--- config.mk ---
export PLATFORM = sky130hd
export DESIGN_NAME = entropy_axi_wrap
export DESIGN_NICKNAME = d
export VERILOG_FILES = /design/src/verilog/rot_pkg.sv /design/src/verilog/rng_timer.sv /design/src/verilog/rng.sv /design/src/verilog/entropy_packer.sv /design/src/verilog/axi_write_fsm.sv /design/src/verilog/entropy_axi_wrap.sv
export VERILOG_INCLUDE_DIRS = /design/src /design/src/verilog
export SDC_FILE = /design/constraint.sdc
export NUM_CORES = 1
export LEC_CHECK = 0
export BUFFER_PORTS_ARGS = -buffer_cell sky130_fd_sc_hd__buf_2
export CAP_MARGIN = 20
export CORE_AREA = 2 2 141 143
export CTS_CLUSTER_SIZE = 25
export DETAILED_ROUTE_END_ITERATION = 6
export DIE_AREA = 0 0 143 145
export SLEW_MARGIN = 20
export SYNTH_ARGS = -nofsm -noshare
export SYNTH_HDL_FRONTEND = slang
export SYNTH_SLANG_ARGS = --single-unit
--- constraint.sdc ---
create_clock -name clk_i -period 4.3 [get_ports clk_i]
set_input_delay 0.86 -clock clk_i [delete_from_list [all_inputs] [get_ports clk_i]]
set_output_delay 0.86 -clock clk_i [all_outputs]
set_load 0.02 [all_outputs]
--- src/verilog/rot_consts.svh ---
//******************************
// LFSR, sample and word geometry constants
// RNG_PERIOD must lie between 2 and 4 for the 2-bit timer
//******************************

`ifndef ROT_CONSTS_SVH
`define ROT_CONSTS_SVH

// LFSR reset value and Galois feedback mask
`define RNG_SEED 32'hACE12345
`define RNG_TAPS 32'h80200003

// Clock cycles between two samples
`define RNG_PERIOD 4

// Bits per sample
`define RNG_STREAMS 4

// Word geometry
`define SAMPLES_PER_WORD 8
`define WORD_BYTES 4

`endif

--- src/verilog/rot_pkg.sv ---
//******************************
// Shared types of the entropy writer
// AXI channels carry only the fields in use
//******************************

`include "rot_consts.svh"

package rot_pkg;

   typedef logic [31:0]               addr_t;
   typedef logic [31:0]               word_t;
   typedef logic [`RNG_STREAMS-1:0]   sample_t;
   typedef logic [15:0]               count_t;
   typedef logic [1:0]                resp_t;

   // AW channel, single beat
   typedef struct packed {
      addr_t addr;
      logic  valid;
   } aw_chan_t;

   // W channel, last is implied
   typedef struct packed {
      word_t                  data;
      logic [`WORD_BYTES-1:0] strb;
      logic                   valid;
   } w_chan_t;

   // B channel
   typedef struct packed {
      resp_t resp;
      logic  valid;
   } b_chan_t;

   // Write master states
   typedef enum logic [1:0] {
      ST_IDLE,
      ST_SEND,
      ST_RESP,
      ST_DONE
   } wr_state_e;

endpackage

--- src/verilog/rng_timer.sv ---
//******************************
// Sample timer, strobes every RNG_PERIOD enabled cycles
// Count is frozen while disabled
//******************************

`timescale 1ns/1ns
`include "rot_consts.svh"

module rng_timer (
   input  logic clk_i,
   input  logic reset_i,
   input  logic en_i,
   output logic tick_o
);

   localparam logic [1:0] reload_val = 2'(`RNG_PERIOD - 1);

   logic [1:0] cnt_q;
   logic       tick_q;

   // Down-counter with registered strobe at zero
   always_ff @(posedge clk_i) begin
      if (reset_i) begin
         cnt_q  <= reload_val;
         tick_q <= 1'b0;
      end else begin
         tick_q <= 1'b0;
         if (en_i) begin
            if (cnt_q == '0) begin
               cnt_q  <= reload_val;
               tick_q <= 1'b1;
            end else begin
               cnt_q <= cnt_q - 1'b1;
            end
         end
      end
   end

   assign tick_o = tick_q;

   a_tick_single: assert property (@(posedge clk_i) disable iff (reset_i)
      tick_o |=> !tick_o);

endmodule

--- src/verilog/rng.sv ---
//******************************
// Pseudo random source, 32-bit Galois LFSR
// Not a physical entropy source
//******************************

`timescale 1ns/1ns
`include "rot_consts.svh"

module rng (
   input  logic             clk_i,
   input  logic             reset_i,
   input  logic             en_i,
   output rot_pkg::sample_t sample_o,
   output logic             sample_valid_o
);

   logic             tick;
   logic [31:0]      lfsr_q;
   logic [31:0]      lfsr_next;
   rot_pkg::sample_t sample_q;
   logic             sample_valid_q;

   rng_timer u_timer (
      .clk_i   ( clk_i   ),
      .reset_i ( reset_i ),
      .en_i    ( en_i    ),
      .tick_o  ( tick    )
   );

   // Shift right, fold in taps when the old low bit was set
   assign lfsr_next = {1'b0, lfsr_q[31:1]} ^ (lfsr_q[0] ? `RNG_TAPS : 32'h0);

   always_ff @(posedge clk_i) begin
      if (reset_i) begin
         lfsr_q         <= `RNG_SEED;
         sample_valid_q <= 1'b0;
      end else begin
         sample_valid_q <= tick;
         if (tick) begin
            lfsr_q <= lfsr_next;
         end
      end
   end

   // Sample is taken from the freshly advanced value
   always_ff @(posedge clk_i) begin
      if (tick) begin
         sample_q <= lfsr_next[`RNG_STREAMS-1:0];
      end
   end

   assign sample_o       = sample_q;
   assign sample_valid_o = sample_valid_q;

   // Lockup state must never be reached
   a_lfsr_nonzero: assert property (@(posedge clk_i) disable iff (reset_i)
      lfsr_q != '0);

endmodule

--- src/verilog/entropy_packer.sv ---
//******************************
// Packs SAMPLES_PER_WORD samples into one word
// First sample ends up in the lowest nibble
//******************************

`timescale 1ns/1ns
`include "rot_consts.svh"

module entropy_packer (
   input  logic             clk_i,
   input  logic             reset_i,
   input  rot_pkg::sample_t sample_i,
   input  logic             sample_valid_i,
   output rot_pkg::word_t   word_o,
   output logic             word_valid_o
);

   localparam int unsigned sample_w = $bits(rot_pkg::sample_t);
   localparam int unsigned word_w   = $bits(rot_pkg::word_t);
   localparam int unsigned cnt_w    = $clog2(`SAMPLES_PER_WORD);

   localparam logic [cnt_w-1:0] last_cnt = cnt_w'(`SAMPLES_PER_WORD - 1);

   rot_pkg::word_t   word_q;
   logic [cnt_w-1:0] cnt_q;
   logic             word_valid_q;

   // New samples enter at the top and move down
   always_ff @(posedge clk_i) begin
      if (sample_valid_i) begin
         word_q <= {sample_i, word_q[word_w-1:sample_w]};
      end
   end

   // Sample counter, kept across runs
   always_ff @(posedge clk_i) begin
      if (reset_i) begin
         cnt_q        <= '0;
         word_valid_q <= 1'b0;
      end else begin
         word_valid_q <= 1'b0;
         if (sample_valid_i) begin
            if (cnt_q == last_cnt) begin
               cnt_q        <= '0;
               word_valid_q <= 1'b1;
            end else begin
               cnt_q <= cnt_q + 1'b1;
            end
         end
      end
   end

   assign word_o       = word_q;
   assign word_valid_o = word_valid_q;

endmodule

--- src/verilog/axi_write_fsm.sv ---
//******************************
// Single-beat AXI write master, one write per word
// Full strobes only, no IDs and no bursts
//******************************

`timescale 1ns/1ns
`include "rot_consts.svh"

module axi_write_fsm (
   input  logic              clk_i,
   input  logic              reset_i,
   input  logic              start_i,
   input  rot_pkg::addr_t    base_addr_i,
   input  rot_pkg::count_t   num_words_i,
   input  rot_pkg::word_t    word_i,
   input  logic              word_valid_i,
   input  rot_pkg::b_chan_t  b_i,
   input  logic              aw_ready_i,
   input  logic              w_ready_i,
   output logic              rng_en_o,
   output rot_pkg::aw_chan_t aw_o,
   output rot_pkg::w_chan_t  w_o,
   output logic              b_ready_o,
   output logic              done_o,
   output logic              err_o
);

   rot_pkg::wr_state_e state_q;
   rot_pkg::addr_t     base_q;
   rot_pkg::count_t    num_q;
   rot_pkg::count_t    idx_q;
   rot_pkg::count_t    idx_next;
   rot_pkg::word_t     word_q;
   rot_pkg::addr_t     addr;
   logic               active_q;
   logic               aw_valid_q;
   logic               w_valid_q;
   logic               err_q;
   logic               aw_done;
   logic               w_done;
   logic               take_start;

   assign take_start = start_i && !active_q;
   assign idx_next   = idx_q + 1'b1;
   assign addr       = base_q + rot_pkg::addr_t'(idx_q) * `WORD_BYTES;

   // Channel finished either earlier or in this cycle
   assign aw_done = !aw_valid_q || aw_ready_i;
   assign w_done  = !w_valid_q || w_ready_i;

   always_ff @(posedge clk_i) begin
      if (reset_i) begin
         state_q    <= rot_pkg::ST_IDLE;
         active_q   <= 1'b0;
         idx_q      <= '0;
         aw_valid_q <= 1'b0;
         w_valid_q  <= 1'b0;
         err_q      <= 1'b0;
      end else begin
         case (state_q)
            rot_pkg::ST_IDLE: begin
               if (active_q && word_valid_i) begin
                  state_q    <= rot_pkg::ST_SEND;
                  aw_valid_q <= 1'b1;
                  w_valid_q  <= 1'b1;
               end
            end
            rot_pkg::ST_SEND: begin
               if (aw_ready_i) begin
                  aw_valid_q <= 1'b0;
               end
               if (w_ready_i) begin
                  w_valid_q <= 1'b0;
               end
               if (aw_done && w_done) begin
                  state_q <= rot_pkg::ST_RESP;
               end
            end
            rot_pkg::ST_RESP: begin
               if (b_i.valid) begin
                  // Error flag stays set until the next start
                  if (b_i.resp != '0) begin
                     err_q <= 1'b1;
                  end
                  idx_q <= idx_next;
                  if (idx_next == num_q) begin
                     state_q  <= rot_pkg::ST_DONE;
                     active_q <= 1'b0;
                  end else begin
                     state_q <= rot_pkg::ST_IDLE;
                  end
               end
            end
            default: begin
               state_q <= rot_pkg::ST_IDLE;
            end
         endcase

         // A zero word count finishes at once
         if (take_start) begin
            idx_q <= '0;
            err_q <= 1'b0;
            if (num_words_i == '0) begin
               state_q <= rot_pkg::ST_DONE;
            end else begin
               active_q <= 1'b1;
            end
         end
      end
   end

   always_ff @(posedge clk_i) begin
      if (take_start) begin
         base_q <= base_addr_i;
         num_q  <= num_words_i;
      end
      if (state_q == rot_pkg::ST_IDLE && word_valid_i) begin
         word_q <= word_i;
      end
   end

   assign rng_en_o   = (state_q == rot_pkg::ST_IDLE) && active_q;
   assign aw_o.addr  = addr;
   assign aw_o.valid = aw_valid_q;
   assign w_o.data   = word_q;
   assign w_o.strb   = '1;
   assign w_o.valid  = w_valid_q;
   assign b_ready_o  = (state_q == rot_pkg::ST_RESP);
   assign done_o     = (state_q == rot_pkg::ST_DONE);
   assign err_o      = err_q;

   a_aw_stable: assert property (@(posedge clk_i) disable iff (reset_i)
      aw_o.valid && !aw_ready_i |=> aw_o.valid && $stable(aw_o.addr));

   a_w_stable: assert property (@(posedge clk_i) disable iff (reset_i)
      w_o.valid && !w_ready_i |=> w_o.valid && $stable(w_o.data));

   // Gated source must keep words away while a write is in flight
   a_word_in_idle: assert property (@(posedge clk_i) disable iff (reset_i)
      word_valid_i |-> state_q == rot_pkg::ST_IDLE);

endmodule

--- src/verilog/entropy_axi_wrap.sv ---
//******************************
// Entropy to memory top level
// AXI write channels only, flattened to ports
//******************************

`timescale 1ns/1ns
`include "rot_consts.svh"

module entropy_axi_wrap (
   input  logic                   clk_i,
   input  logic                   reset_i,

   // Run control
   input  logic                   start_i,
   input  rot_pkg::addr_t         base_addr_i,
   input  rot_pkg::count_t        num_words_i,
   output logic                   done_o,
   output logic                   err_o,

   // AXI AW channel
   output rot_pkg::addr_t         aw_addr_o,
   output logic                   aw_valid_o,
   input  logic                   aw_ready_i,

   // AXI W channel
   output rot_pkg::word_t         w_data_o,
   output logic [`WORD_BYTES-1:0] w_strb_o,
   output logic                   w_valid_o,
   input  logic                   w_ready_i,

   // AXI B channel
   input  rot_pkg::resp_t         b_resp_i,
   input  logic                   b_valid_i,
   output logic                   b_ready_o
);

   rot_pkg::sample_t  sample;
   logic              sample_valid;
   rot_pkg::word_t    word;
   logic              word_valid;
   logic              rng_en;
   rot_pkg::aw_chan_t aw_chan;
   rot_pkg::w_chan_t  w_chan;
   rot_pkg::b_chan_t  b_chan;

   // Unpack the request channels
   assign aw_addr_o  = aw_chan.addr;
   assign aw_valid_o = aw_chan.valid;
   assign w_data_o   = w_chan.data;
   assign w_strb_o   = w_chan.strb;
   assign w_valid_o  = w_chan.valid;

   // Pack the response channel
   assign b_chan.resp  = b_resp_i;
   assign b_chan.valid = b_valid_i;

   rng u_rng (
      .clk_i          ( clk_i        ),
      .reset_i        ( reset_i      ),
      .en_i           ( rng_en       ),
      .sample_o       ( sample       ),
      .sample_valid_o ( sample_valid )
   );

   entropy_packer u_packer (
      .clk_i          ( clk_i        ),
      .reset_i        ( reset_i      ),
      .sample_i       ( sample       ),
      .sample_valid_i ( sample_valid ),
      .word_o         ( word         ),
      .word_valid_o   ( word_valid   )
   );

   axi_write_fsm u_writer (
      .clk_i        ( clk_i       ),
      .reset_i      ( reset_i     ),
      .start_i      ( start_i     ),
      .base_addr_i  ( base_addr_i ),
      .num_words_i  ( num_words_i ),
      .word_i       ( word        ),
      .word_valid_i ( word_valid  ),
      .b_i          ( b_chan      ),
      .aw_ready_i   ( aw_ready_i  ),
      .w_ready_i    ( w_ready_i   ),
      .rng_en_o     ( rng_en      ),
      .aw_o         ( aw_chan     ),
      .w_o          ( w_chan      ),
      .b_ready_o    ( b_ready_o   ),
      .done_o       ( done_o      ),
      .err_o        ( err_o       )
   );

endmodule

* After elaboration in Yosys (flattened, before gate mapping)
Index checks and enable logic that the tools add are counted.
** Storage, ports and cells
- Output and inout port bits :: 73
- Register bits :: 178
- Word-level logic and storage cells :: 76
- Input port bits :: 56
** Operators by class
- Equal/unequal tests :: 8
- $add $sub $neg :: 4
- Reduce and logical (&&, ||, !) cells :: 22
- Multiplexer cells :: 22
- Bitwise gates (word level) :: 3
** Operator list (count)
- adder 32 x 18 -> 32 bit :: 1
- 2-to-1 mux 32 bit :: 1
- bitwise XOR 31 x 32 -> 32 bit :: 1
- adder 16 x 1 -> 16 bit, second input constant :: 1
- == test 16 bit :: 1
- logical NOT 16 bit :: 1
- 2-to-1 mux 2 bit :: 7
- 2-to-1 mux 1 bit :: 10
- AND reduction 3 bit :: 3
- case mux 2 bit (3 select lines) :: 1
- OR reduction 2 bit :: 3
- logical AND 1 bit :: 5
- == test 2 bit, second input constant :: 2
- logical NOT 2 bit :: 2
- inequality test 2 bit, second input constant :: 2
- case mux 1 bit (2 select lines) :: 2
- nonzero test 2 bit :: 2
- adder 3 x 1 -> 3 bit, second input constant :: 1
- == test 3 bit, second input constant :: 1
- logical NOT 1 bit :: 3
- 2-to-1 mux 3 bit :: 1
- == test 2 x 1 -> 1 bit, second input constant :: 1
- logical OR 1 bit :: 2
- inequality test 2 x 1 -> 1 bit, second input constant :: 1
- other kinds (3) :: 4

* Longest topological paths before layout
Gate-level depths: netlist of the first run.
- Depth after elaboration :: 7
- Mapped depth :: 9
- Mapped depth without buffers :: 9

* Hierarchy
A second synthesis of the first run with hierarchy kept.
** Second synthesis, totals
- Cells, all modules :: 588
- Area total of the unflattened synthesis :: 7564.8 sq um
** Modules (own cells, without submodules)
- axi_write_fsm :: times used 1, cells an instance 412, area an instance 4956.0 sq um, sequential area each 2842.7 sq um
- rng :: times used 1, cells an instance 117, area an instance 1360.1 sq um, sequential area each 780.7 sq um
- entropy_packer :: times used 1, cells an instance 46, area an instance 1126.1 sq um, sequential area each 1041.0 sq um
- rng_timer :: times used 1, cells an instance 13, area an instance 122.6 sq um, sequential area each 60.1 sq um

* Worst setup path after synthesis of the first run
Ideal clock, no wire load.
- Kind :: reg-to-output
- Start :: register u_writer.idx_q[0]
- End :: output port aw_addr_o[16]
- Path buffers :: 0
- Stages on the path, launching flop included :: 10
- Arrival time :: 2.444 ns
- Slack :: 0.996 ns
- Cell sequence :: dfxtp_1 ha_1 inv_1 fa_1 nor2b_4 o31a_2 a211oi_2 or3_1 a311oi_2 xor2_1
** On the way
- Longest elaborated chain between the ends :: 1
** RTL lines
- start, declared :: line axi_write_fsm.sv:31 : rot_pkg::count_t idx_q;
- start signal, assigned :: line axi_write_fsm.sv:85 : idx_q <= idx_next;
- adder 32 x 18 -> 32 bit (no line)
- end, declared :: line entropy_axi_wrap.sv:21 : output rot_pkg::addr_t aw_addr_o,
No other way between the ends.

* Worst setup path after layout of the first run
Same ends and word-level chain as after synthesis.

==> results of run 1 <==
-- cell usage after synthesis (all sizes together), types with 8 or more instances --
| cell type | n | area [um2] |
|---|---|---|
| xor2 | 33 | 289.0 |
| mux2i | 22 | 220.2 |
| nand2 | 23 | 86.33 |
| inv | 14 | 52.55 |
| a21oi | 25 | 125.1 |
| edfxtp | 116 | 3483 |
| buf | 16 | 103.8 |
| a21o | 11 | 82.58 |
| nand4 | 8 | 50.05 |
| xnor2 | 34 | 297.8 |
| a211o | 15 | 131.4 |
| nand3 | 20 | 100.1 |
| ha | 20 | 250.2 |
| nor2 | 58 | 217.7 |
| o21ai | 10 | 50.04 |
| clkbuf | 12 | 45.04 |
| dfxtp | 62 | 1241 |
| nor2b | 16 | 107.6 |
-- stage by stage --
stage	setup slack [ns]	hold WS [ns]	cell area, um2
finish	0.4077	0.4252	9032
global route	0.1937	0.4327	9032
CTS	0.3632	0.4233	9031
detailed placement	0.8556	0.4056	8392
global placement	0.9217	0.4026	8392
floorplan	0.9955	0.4003	7574
-- kinds of logic after synthesis --
family | Yosys count
fa+ha+maj | 21
other cells | 1
mux | 22
compound gates | 93
buf+inv | 42
xor+xnor | 67
simple gates | 172
flops | 178
-- state kept, by name (all words and copies together) (netlist names) --
signal and cells:
u_writer.state_q 2, u_packer.word_valid_o 1, u_rng.u_timer.tick_o 1, u_packer.cnt_q 3, u_rng.lfsr_q 32, u_writer.active_q 1
u_writer.err_o 1, u_rng.sample_o 4, u_writer.aw_valid_q 1, u_writer.w_valid_q 1, u_writer.num_q 16, u_writer.base_q 32
u_writer.idx_q 16, u_rng.sample_valid_o 1, u_writer.word_q 32, u_rng.u_timer.cnt_q 2, u_packer.word_o 32
-- layer usage --
metal	track usage, %	share of wire [%]	up-vias
li1	-	-	2403
met1	18.65	46	2299
met2	22.78	47	125
met3	4.224	5.5	15
met4	4.752	1.0	2
met5	0	0.055	-
-- critical path: stages (launching register included) --
cell	delay [ns]
dfxtp_1	0.47
ha_1	0.23
inv_1	0.06
fa_1	0.44
nor2b_4	0.14
o31a_2	0.17
a211oi_2	0.09
or3_1	0.40
a311oi_2	0.27
xor2_1	0.16
buf_2	0.18
-- area by class of cell --
class	count	share of cell area, %
clock buffer	17	4.710
clock inverter	15	2.369
multi-input combinational	379	29.37
inverter	14	0.5957
timing repair buffer	125	6.954
sequential	178	52.33
tap	265	3.671
-- worst paths after layout --
| path | start | endpoint | cells after the start |
|---|---|---|---|
| hold reg to reg | u_rng.sample_o[3] | u_packer.word_o[31] | 0 |
| hold / removal | u_rng.sample_o[3] | u_packer.word_o[31] | 0 |
| setup / recovery | u_writer.idx_q[0] | aw_addr_o[16] | 10 |
| setup reg to reg | u_writer.idx_q[0] | u_writer.state_q[0] | 7 |
-- power breakdown --
group          switching (mW)  internal (mW)  leakage [nW]
clock                   0.782          0.814         0.307
combinational          0.0970         0.0605          1.52
sequential             0.0182           1.84          1.57
total                   0.897           2.72          3.40
==> flow_metrics.py, run 1 <==
metrics = {
    "cells_and_area": {
        "n_antenna_cell": 0,
        "mostFrequentLayoutCell": "buf_2",
        "multi_input_area_mm2": 0.002653,
        "fillers": 1733,
        "fin_cells": 993,
        "drive_above_1_share_pct": 23.76,
        "layout_common_cells": "124 x buf_2, 116 x edfxtp_1, 60 x dfxtp_1",
        "seqCellArea_mm2": 0.004727,
        "area_growth_pct": 19.44,
        "fin_util_pct": 47.03,
        "final_net_count": 792,
    },
    "drt": {
        "vias": 4844,
        "wl_per_cell_um": 14.61,
        "routed_wl_mm": 14.51,
        "first_pass_iters": 5,
        "via_per_inst": 4.878,
        "drc_errors": 0,
        "drt-initial-drc-count": 284,
        "antenna_left": 0,
    },
    "grt": {
        "grt_pass1_vias": 4751,
        "track_usage_pct": 14.31,
        "grt_max_degree": 52,
        "grt_pass1_wl_mm": 23.61,
        "antenna_found_initial": 1,
        "grt-ovfl-total": 0,
    },
    "placed_design": {
        "gp_congestion": 0.8911,
        "port_buffers": 124,
        "dp_cells": 961,
        "hpwl_mm": 10.18,
    },
    "logic_synthesis": {
        "yosysWarnings": 0,
        "synthCells": 596,
        "synth_cell_types": 60,
        "ys_dominant_reg_cell": "edfxtp_1",
        "synth_area_mm2": 0.007562,
        "synth_edf_count": 116,
        "synth_top_family_by_area": "simple AND/OR/NAND/NOR gates",
        "synth_xor_area_share_pct": 7.760,
        "synth_seq_cells": 178,
        "synth-compound-area-share_pct": 8.802,
        "yosys.area_share.adder_pct": 3.574,
        "yosys.area_share.simple_pct": 11.76,
        "muxShareOfSynthArea_pct": 2.912,
        "postSynth.asyncResetShare_pct": 0,
        "avgSynthCellArea_um2": 12.69,
        "ys_seq_area_share_pct": 62.48,
    },
    "clocking": {
        "cts-resized-gates": 0,
        "clk_latency_ns": 0.43,
        "cts-root-buf": "clkbuf_16",
        "cts_hold_buf": 0,
        "clkTransAtPathRegs_ns": 0.07,
        "cts_tree": "yes",
        "cts_made_buffers": 17,
        "cts_buffer_depth": 2,
        "cts_max_level": 4,
        "clock_sinks": 178,
        "post_cts_buffers": 0,
    },
    "critical_path": {
        "cp-start-kind": "register",
        "critPathKind": "register to output port",
        "cp.required_ns": 3.44,
        "worstPathMaxFanout": 7,
        "reg2reg_slack_ns": 2.10,
        "arrival_ns": 3.03,
        "crit_path_end_kind": "output port",
    },
    "sta": {
        "setup_viol": 0,
        "fin_tns_setup_ns": 0,
        "maxSlewViolCount": 0,
        "worst-slew-pin-transition_ns": 1.045,
        "skew_ns": 0.008812,
        "min_period_over_period_pct": 90.52,
        "finalHoldViolations": 0,
        "fmax_ghz": 0.2569,
        "timing.final.crit_period_ns": 3.892,
        "rsz0062_at_grt": "no",
        "relSlewSlack_pct": 30.34,
    },
    "power_and_ir_drop": {
        "irDropWorstVdd_uv": 271.7,
        "p_leak_nw": 3.400,
        "p_per_area_mw_per_mm2": 400.1,
        "finalPower_mw": 3.614,
    },
    "floorplanning": {
        "die_y_um": 145,
        "initial_core_util_pct": 39.37,
        "coreArea_mm2": 0.01921,
        "die_x_um": 143,
        "fp.dieArea_mm2": 0.02074,
        "row_count": 51,
        "io_pins": 129,
    },
    "outcome": {
        "run_status": "complete, no violations",
    },
    "run": {
        "drv_cap": 0,
    },
    "worst_hold_path": {
        "hold_class": "register to register",
    },
}
Power figures use the tool's default switching activity.
==> run 2: changes to the inputs <==
--- a/config.mk
+++ b/config.mk
@@ -15,4 +15,5 @@
 export SLEW_MARGIN = 20
 export SYNTH_ARGS = -nofsm -noshare
 export SYNTH_HDL_FRONTEND = slang
+export SYNTH_HIERARCHICAL = 1
 export SYNTH_SLANG_ARGS = --single-unit
==> flow_metrics.py, run 2 <==
metrics = {
    "sta": {
        "timing.final.crit_period_ns": 3.960,
        "skew_ns": 0.006989,
        "fin_tns_setup_ns": 0,
        "min_period_over_period_pct": 92.08,
        "whs_ns": 0.4202,
        "worst-slew-pin-transition_ns": 1.044,
        "rsz0062_at_grt": "no",
        "relSlewSlack_pct": 30.43,
        "maxSlewViolCount": 0,
        "finalHoldViolations": 0,
        "setup_viol": 0,
        "fmax_ghz": 0.2526,
    },
    "worst_hold_path": {
        "hold_class": "register to register",
    },
    "clocking": {
        "cts_buffer_depth": 2,
        "clkTransAtPathRegs_ns": 0.07,
        "cts-root-buf": "clkbuf_16",
        "post_cts_buffers": 0,
        "cts_hold_buf": 0,
        "cts-resized-gates": 0,
        "clk_latency_ns": 0.43,
        "cts_tree": "yes",
        "clock_sinks": 178,
        "cts_max_level": 4,
        "cts_made_buffers": 17,
    },
    "logic_synthesis": {
        "synthTopCellsByCount": "116 x edfxtp_1, 62 x dfxtp_1, 48 x nor2_1",
        "synth_seq_cells": 178,
        "synth_edf_count": 116,
        "synth_area_leaders": "edfxtp_1 46%, dfxtp_1 16%, xnor2_1 4.4%",
        "synthCells": 588,
        "postSynth.asyncResetShare_pct": 0,
        "synth_cell_types": 62,
        "ys_dominant_reg_cell": "edfxtp_1",
        "synth_area_leader_cell": "edfxtp_1",
        "synth_area_mm2": 0.007565,
        "avgSynthCellArea_um2": 12.87,
        "yosysWarnings": 6,
        "synth_top_area_share_pct": 46.05,
        "yosysMostFrequentCell": "edfxtp_1",
        "ys_seq_area_share_pct": 62.45,
    },
    "floorplanning": {
        "die_y_um": 145,
        "io_pins": 129,
        "coreArea_mm2": 0.01921,
        "initial_core_util_pct": 39.39,
        "row_count": 51,
        "die_x_um": 143,
        "fp.dieArea_mm2": 0.02074,
    },
    "drt": {
        "drc_errors": 0,
        "drt-initial-drc-count": 235,
        "via_per_inst": 4.810,
        "vias": 4752,
        "antenna_left": 0,
        "first_pass_iters": 4,
        "wl_per_cell_um": 14.46,
        "routed_wl_mm": 14.29,
    },
    "outcome": {
        "run_status": "complete, no violations",
    },
    "power_and_ir_drop": {
        "p_per_area_mw_per_mm2": 391.6,
        "p_switching_mw": 0.8218,
        "switching_share_pct": 23.50,
        "clock_power_share_pct": 41.4,
        "p_leak_nw": 3.356,
        "p_int_mw": 2.676,
        "seq_power_share_pct": 53.5,
        "irDropWorstVdd_uv": 246.4,
        "comb_power_share_pct": 5.0,
    },
    "grt": {
        "grt_max_degree": 52,
        "antenna_found_initial": 0,
        "met1_usage_pct": 18.45,
        "grt_busiest_layer": "met2",
        "grt-ovfl-total": 0,
        "grt_pass1_wl_mm": 23.15,
        "grt_pass1_vias": 4791,
        "grtUsageMet3_pct": 3.762,
        "track_usage_pct": 14.18,
        "use_met2_pct": 22.61,
    },
    "critical_path": {
        "slowest_delay_ns": 0.51,
        "cp_common_cell": "a21o_1",
        "cp.required_ns": 3.44,
        "cp-start-kind": "register",
        "arrival_ns": 3.10,
        "crit_path_end_kind": "output port",
        "worstPathMaxFanout": 8,
        "critPathKind": "register to output port",
        "reg2reg_slack_ns": 1.78,
        "cp_slowest_cell": "dfxtp_1",
        "crit_family": "compound AO/OA/AOI/OAI gates",
        "crit_chain": "ha_1, a21o_1, a21o_1, a2111oi_4, a2111o_1, a21oi_1, o21ai_0, xnor2_1, buf_2",
        "path_buf_inv": 1,
    },
    "placed_design": {
        "port_buffers": 124,
        "hpwl_mm": 10.06,
        "gp_congestion": 0.8353,
    },
    "cells_and_area": {
        "drive_above_1_share_pct": 23.93,
        "fillers": 1736,
        "mostFrequentLayoutCell": "buf_2",
        "area_growth_pct": 18.08,
        "n_antenna_cell": 0,
        "final_net_count": 787,
        "layout_common_cells": "124 x buf_2, 116 x edfxtp_1, 60 x dfxtp_1",
    },
    "run": {
        "drv_cap": 0,
    },
}
## run 2: cell types whose count changed after synthesis, sizes merged, moves of 4 or more
cell / previous run / this run
or3: 7 / 3
clkbuf: 12 / 8
o211ai: 5 / 1
nand2b: 2 / 7
nor2b: 16 / 22
nor2: 58 / 48
xor2: 33 / 25
o21ai: 10 / 14
nand3: 20 / 13
xnor2: 34 / 38
## run 2: final timing paths
kind | start | endpoint | cells after the start
min | u_rng/sample_o[3] | u_packer/word_o[31] | 0
max reg2reg | u_writer/idx_q[0] | u_writer/active_q | 8
min reg2reg | u_rng/sample_o[3] | u_packer/word_o[31] | 0
max | u_writer/idx_q[3] | aw_addr_o[21] | 9
## run 2: power by group through the flow
stage	registers (mW)	logic [mW]	clock network [mW]
6_report	1.87	0.176	1.45
5_1_grt	1.88	0.193	1.56
4_1_cts	1.87	0.179	1.50
3_5_place_dp	1.91	0.178	0
3_3_place_gp	1.91	0.174	0
2_1_floorplan	1.91	0.115	0
## run 2: worst reg2reg max path, delay by kind of cell (launching register included)
kind	cells	cell delay [ns]
AOI/OAI and AO/OA	1	0.15
muxes	1	0.16
and+or+nand+nor	5	1.34
DFF	1	0.50
adders and majority gates	1	0.28
## run 2: cell families after synthesis
logic type,share of synthesized area (%)
AND/OR/NAND/NOR,12.01
adder cells (fa/ha/maj),3.573
multiplexers,2.779
flip-flops,62.45
other,0.04957
XOR/XNOR,7.294
AO/OA/AOI/OAI,8.684
buffers and inverters,3.159
## run 2: stage by stage
stage | total power [mW] | util (%) | instances | setup WS [ns] | cell area (um2)
3_3_place_gp | 2.082 | 43.61 | 956 | 0.8618 | 8376
5_1_grt | 3.630 | 46.51 | 988 | 0.05637 | 8932
6_report | 3.498 | 46.51 | 988 | 0.3404 | 8932
3_5_place_dp | 2.088 | 43.61 | 956 | 0.7774 | 8376
4_1_cts | 3.547 | 46.51 | 988 | 0.2946 | 8932
2_1_floorplan | 2.020 | - | 591 | 0.1266 | 7576
## run 2: final cells by class
class | instances | area [um2] | area share (%)
multi-input combinational | 372 | 2625 | 29.39
tap | 265 | 331.6 | 3.712
clock buffer | 17 | 425.4 | 4.763
sequential | 178 | 4727 | 52.92
clock inverter | 15 | 131.4 | 1.471
timing repair buffer | 126 | 635.6 | 7.116
inverter | 15 | 56.30 | 0.6303
## run 2: layer usage
layer	routed length [um]	share of wire, %	vias to the layer above
met1	6725	47	2245
met5	0	0	-
li1	-	-	2377
met2	6678	47	112
met4	208	1.5	0
met3	677	4.7	18
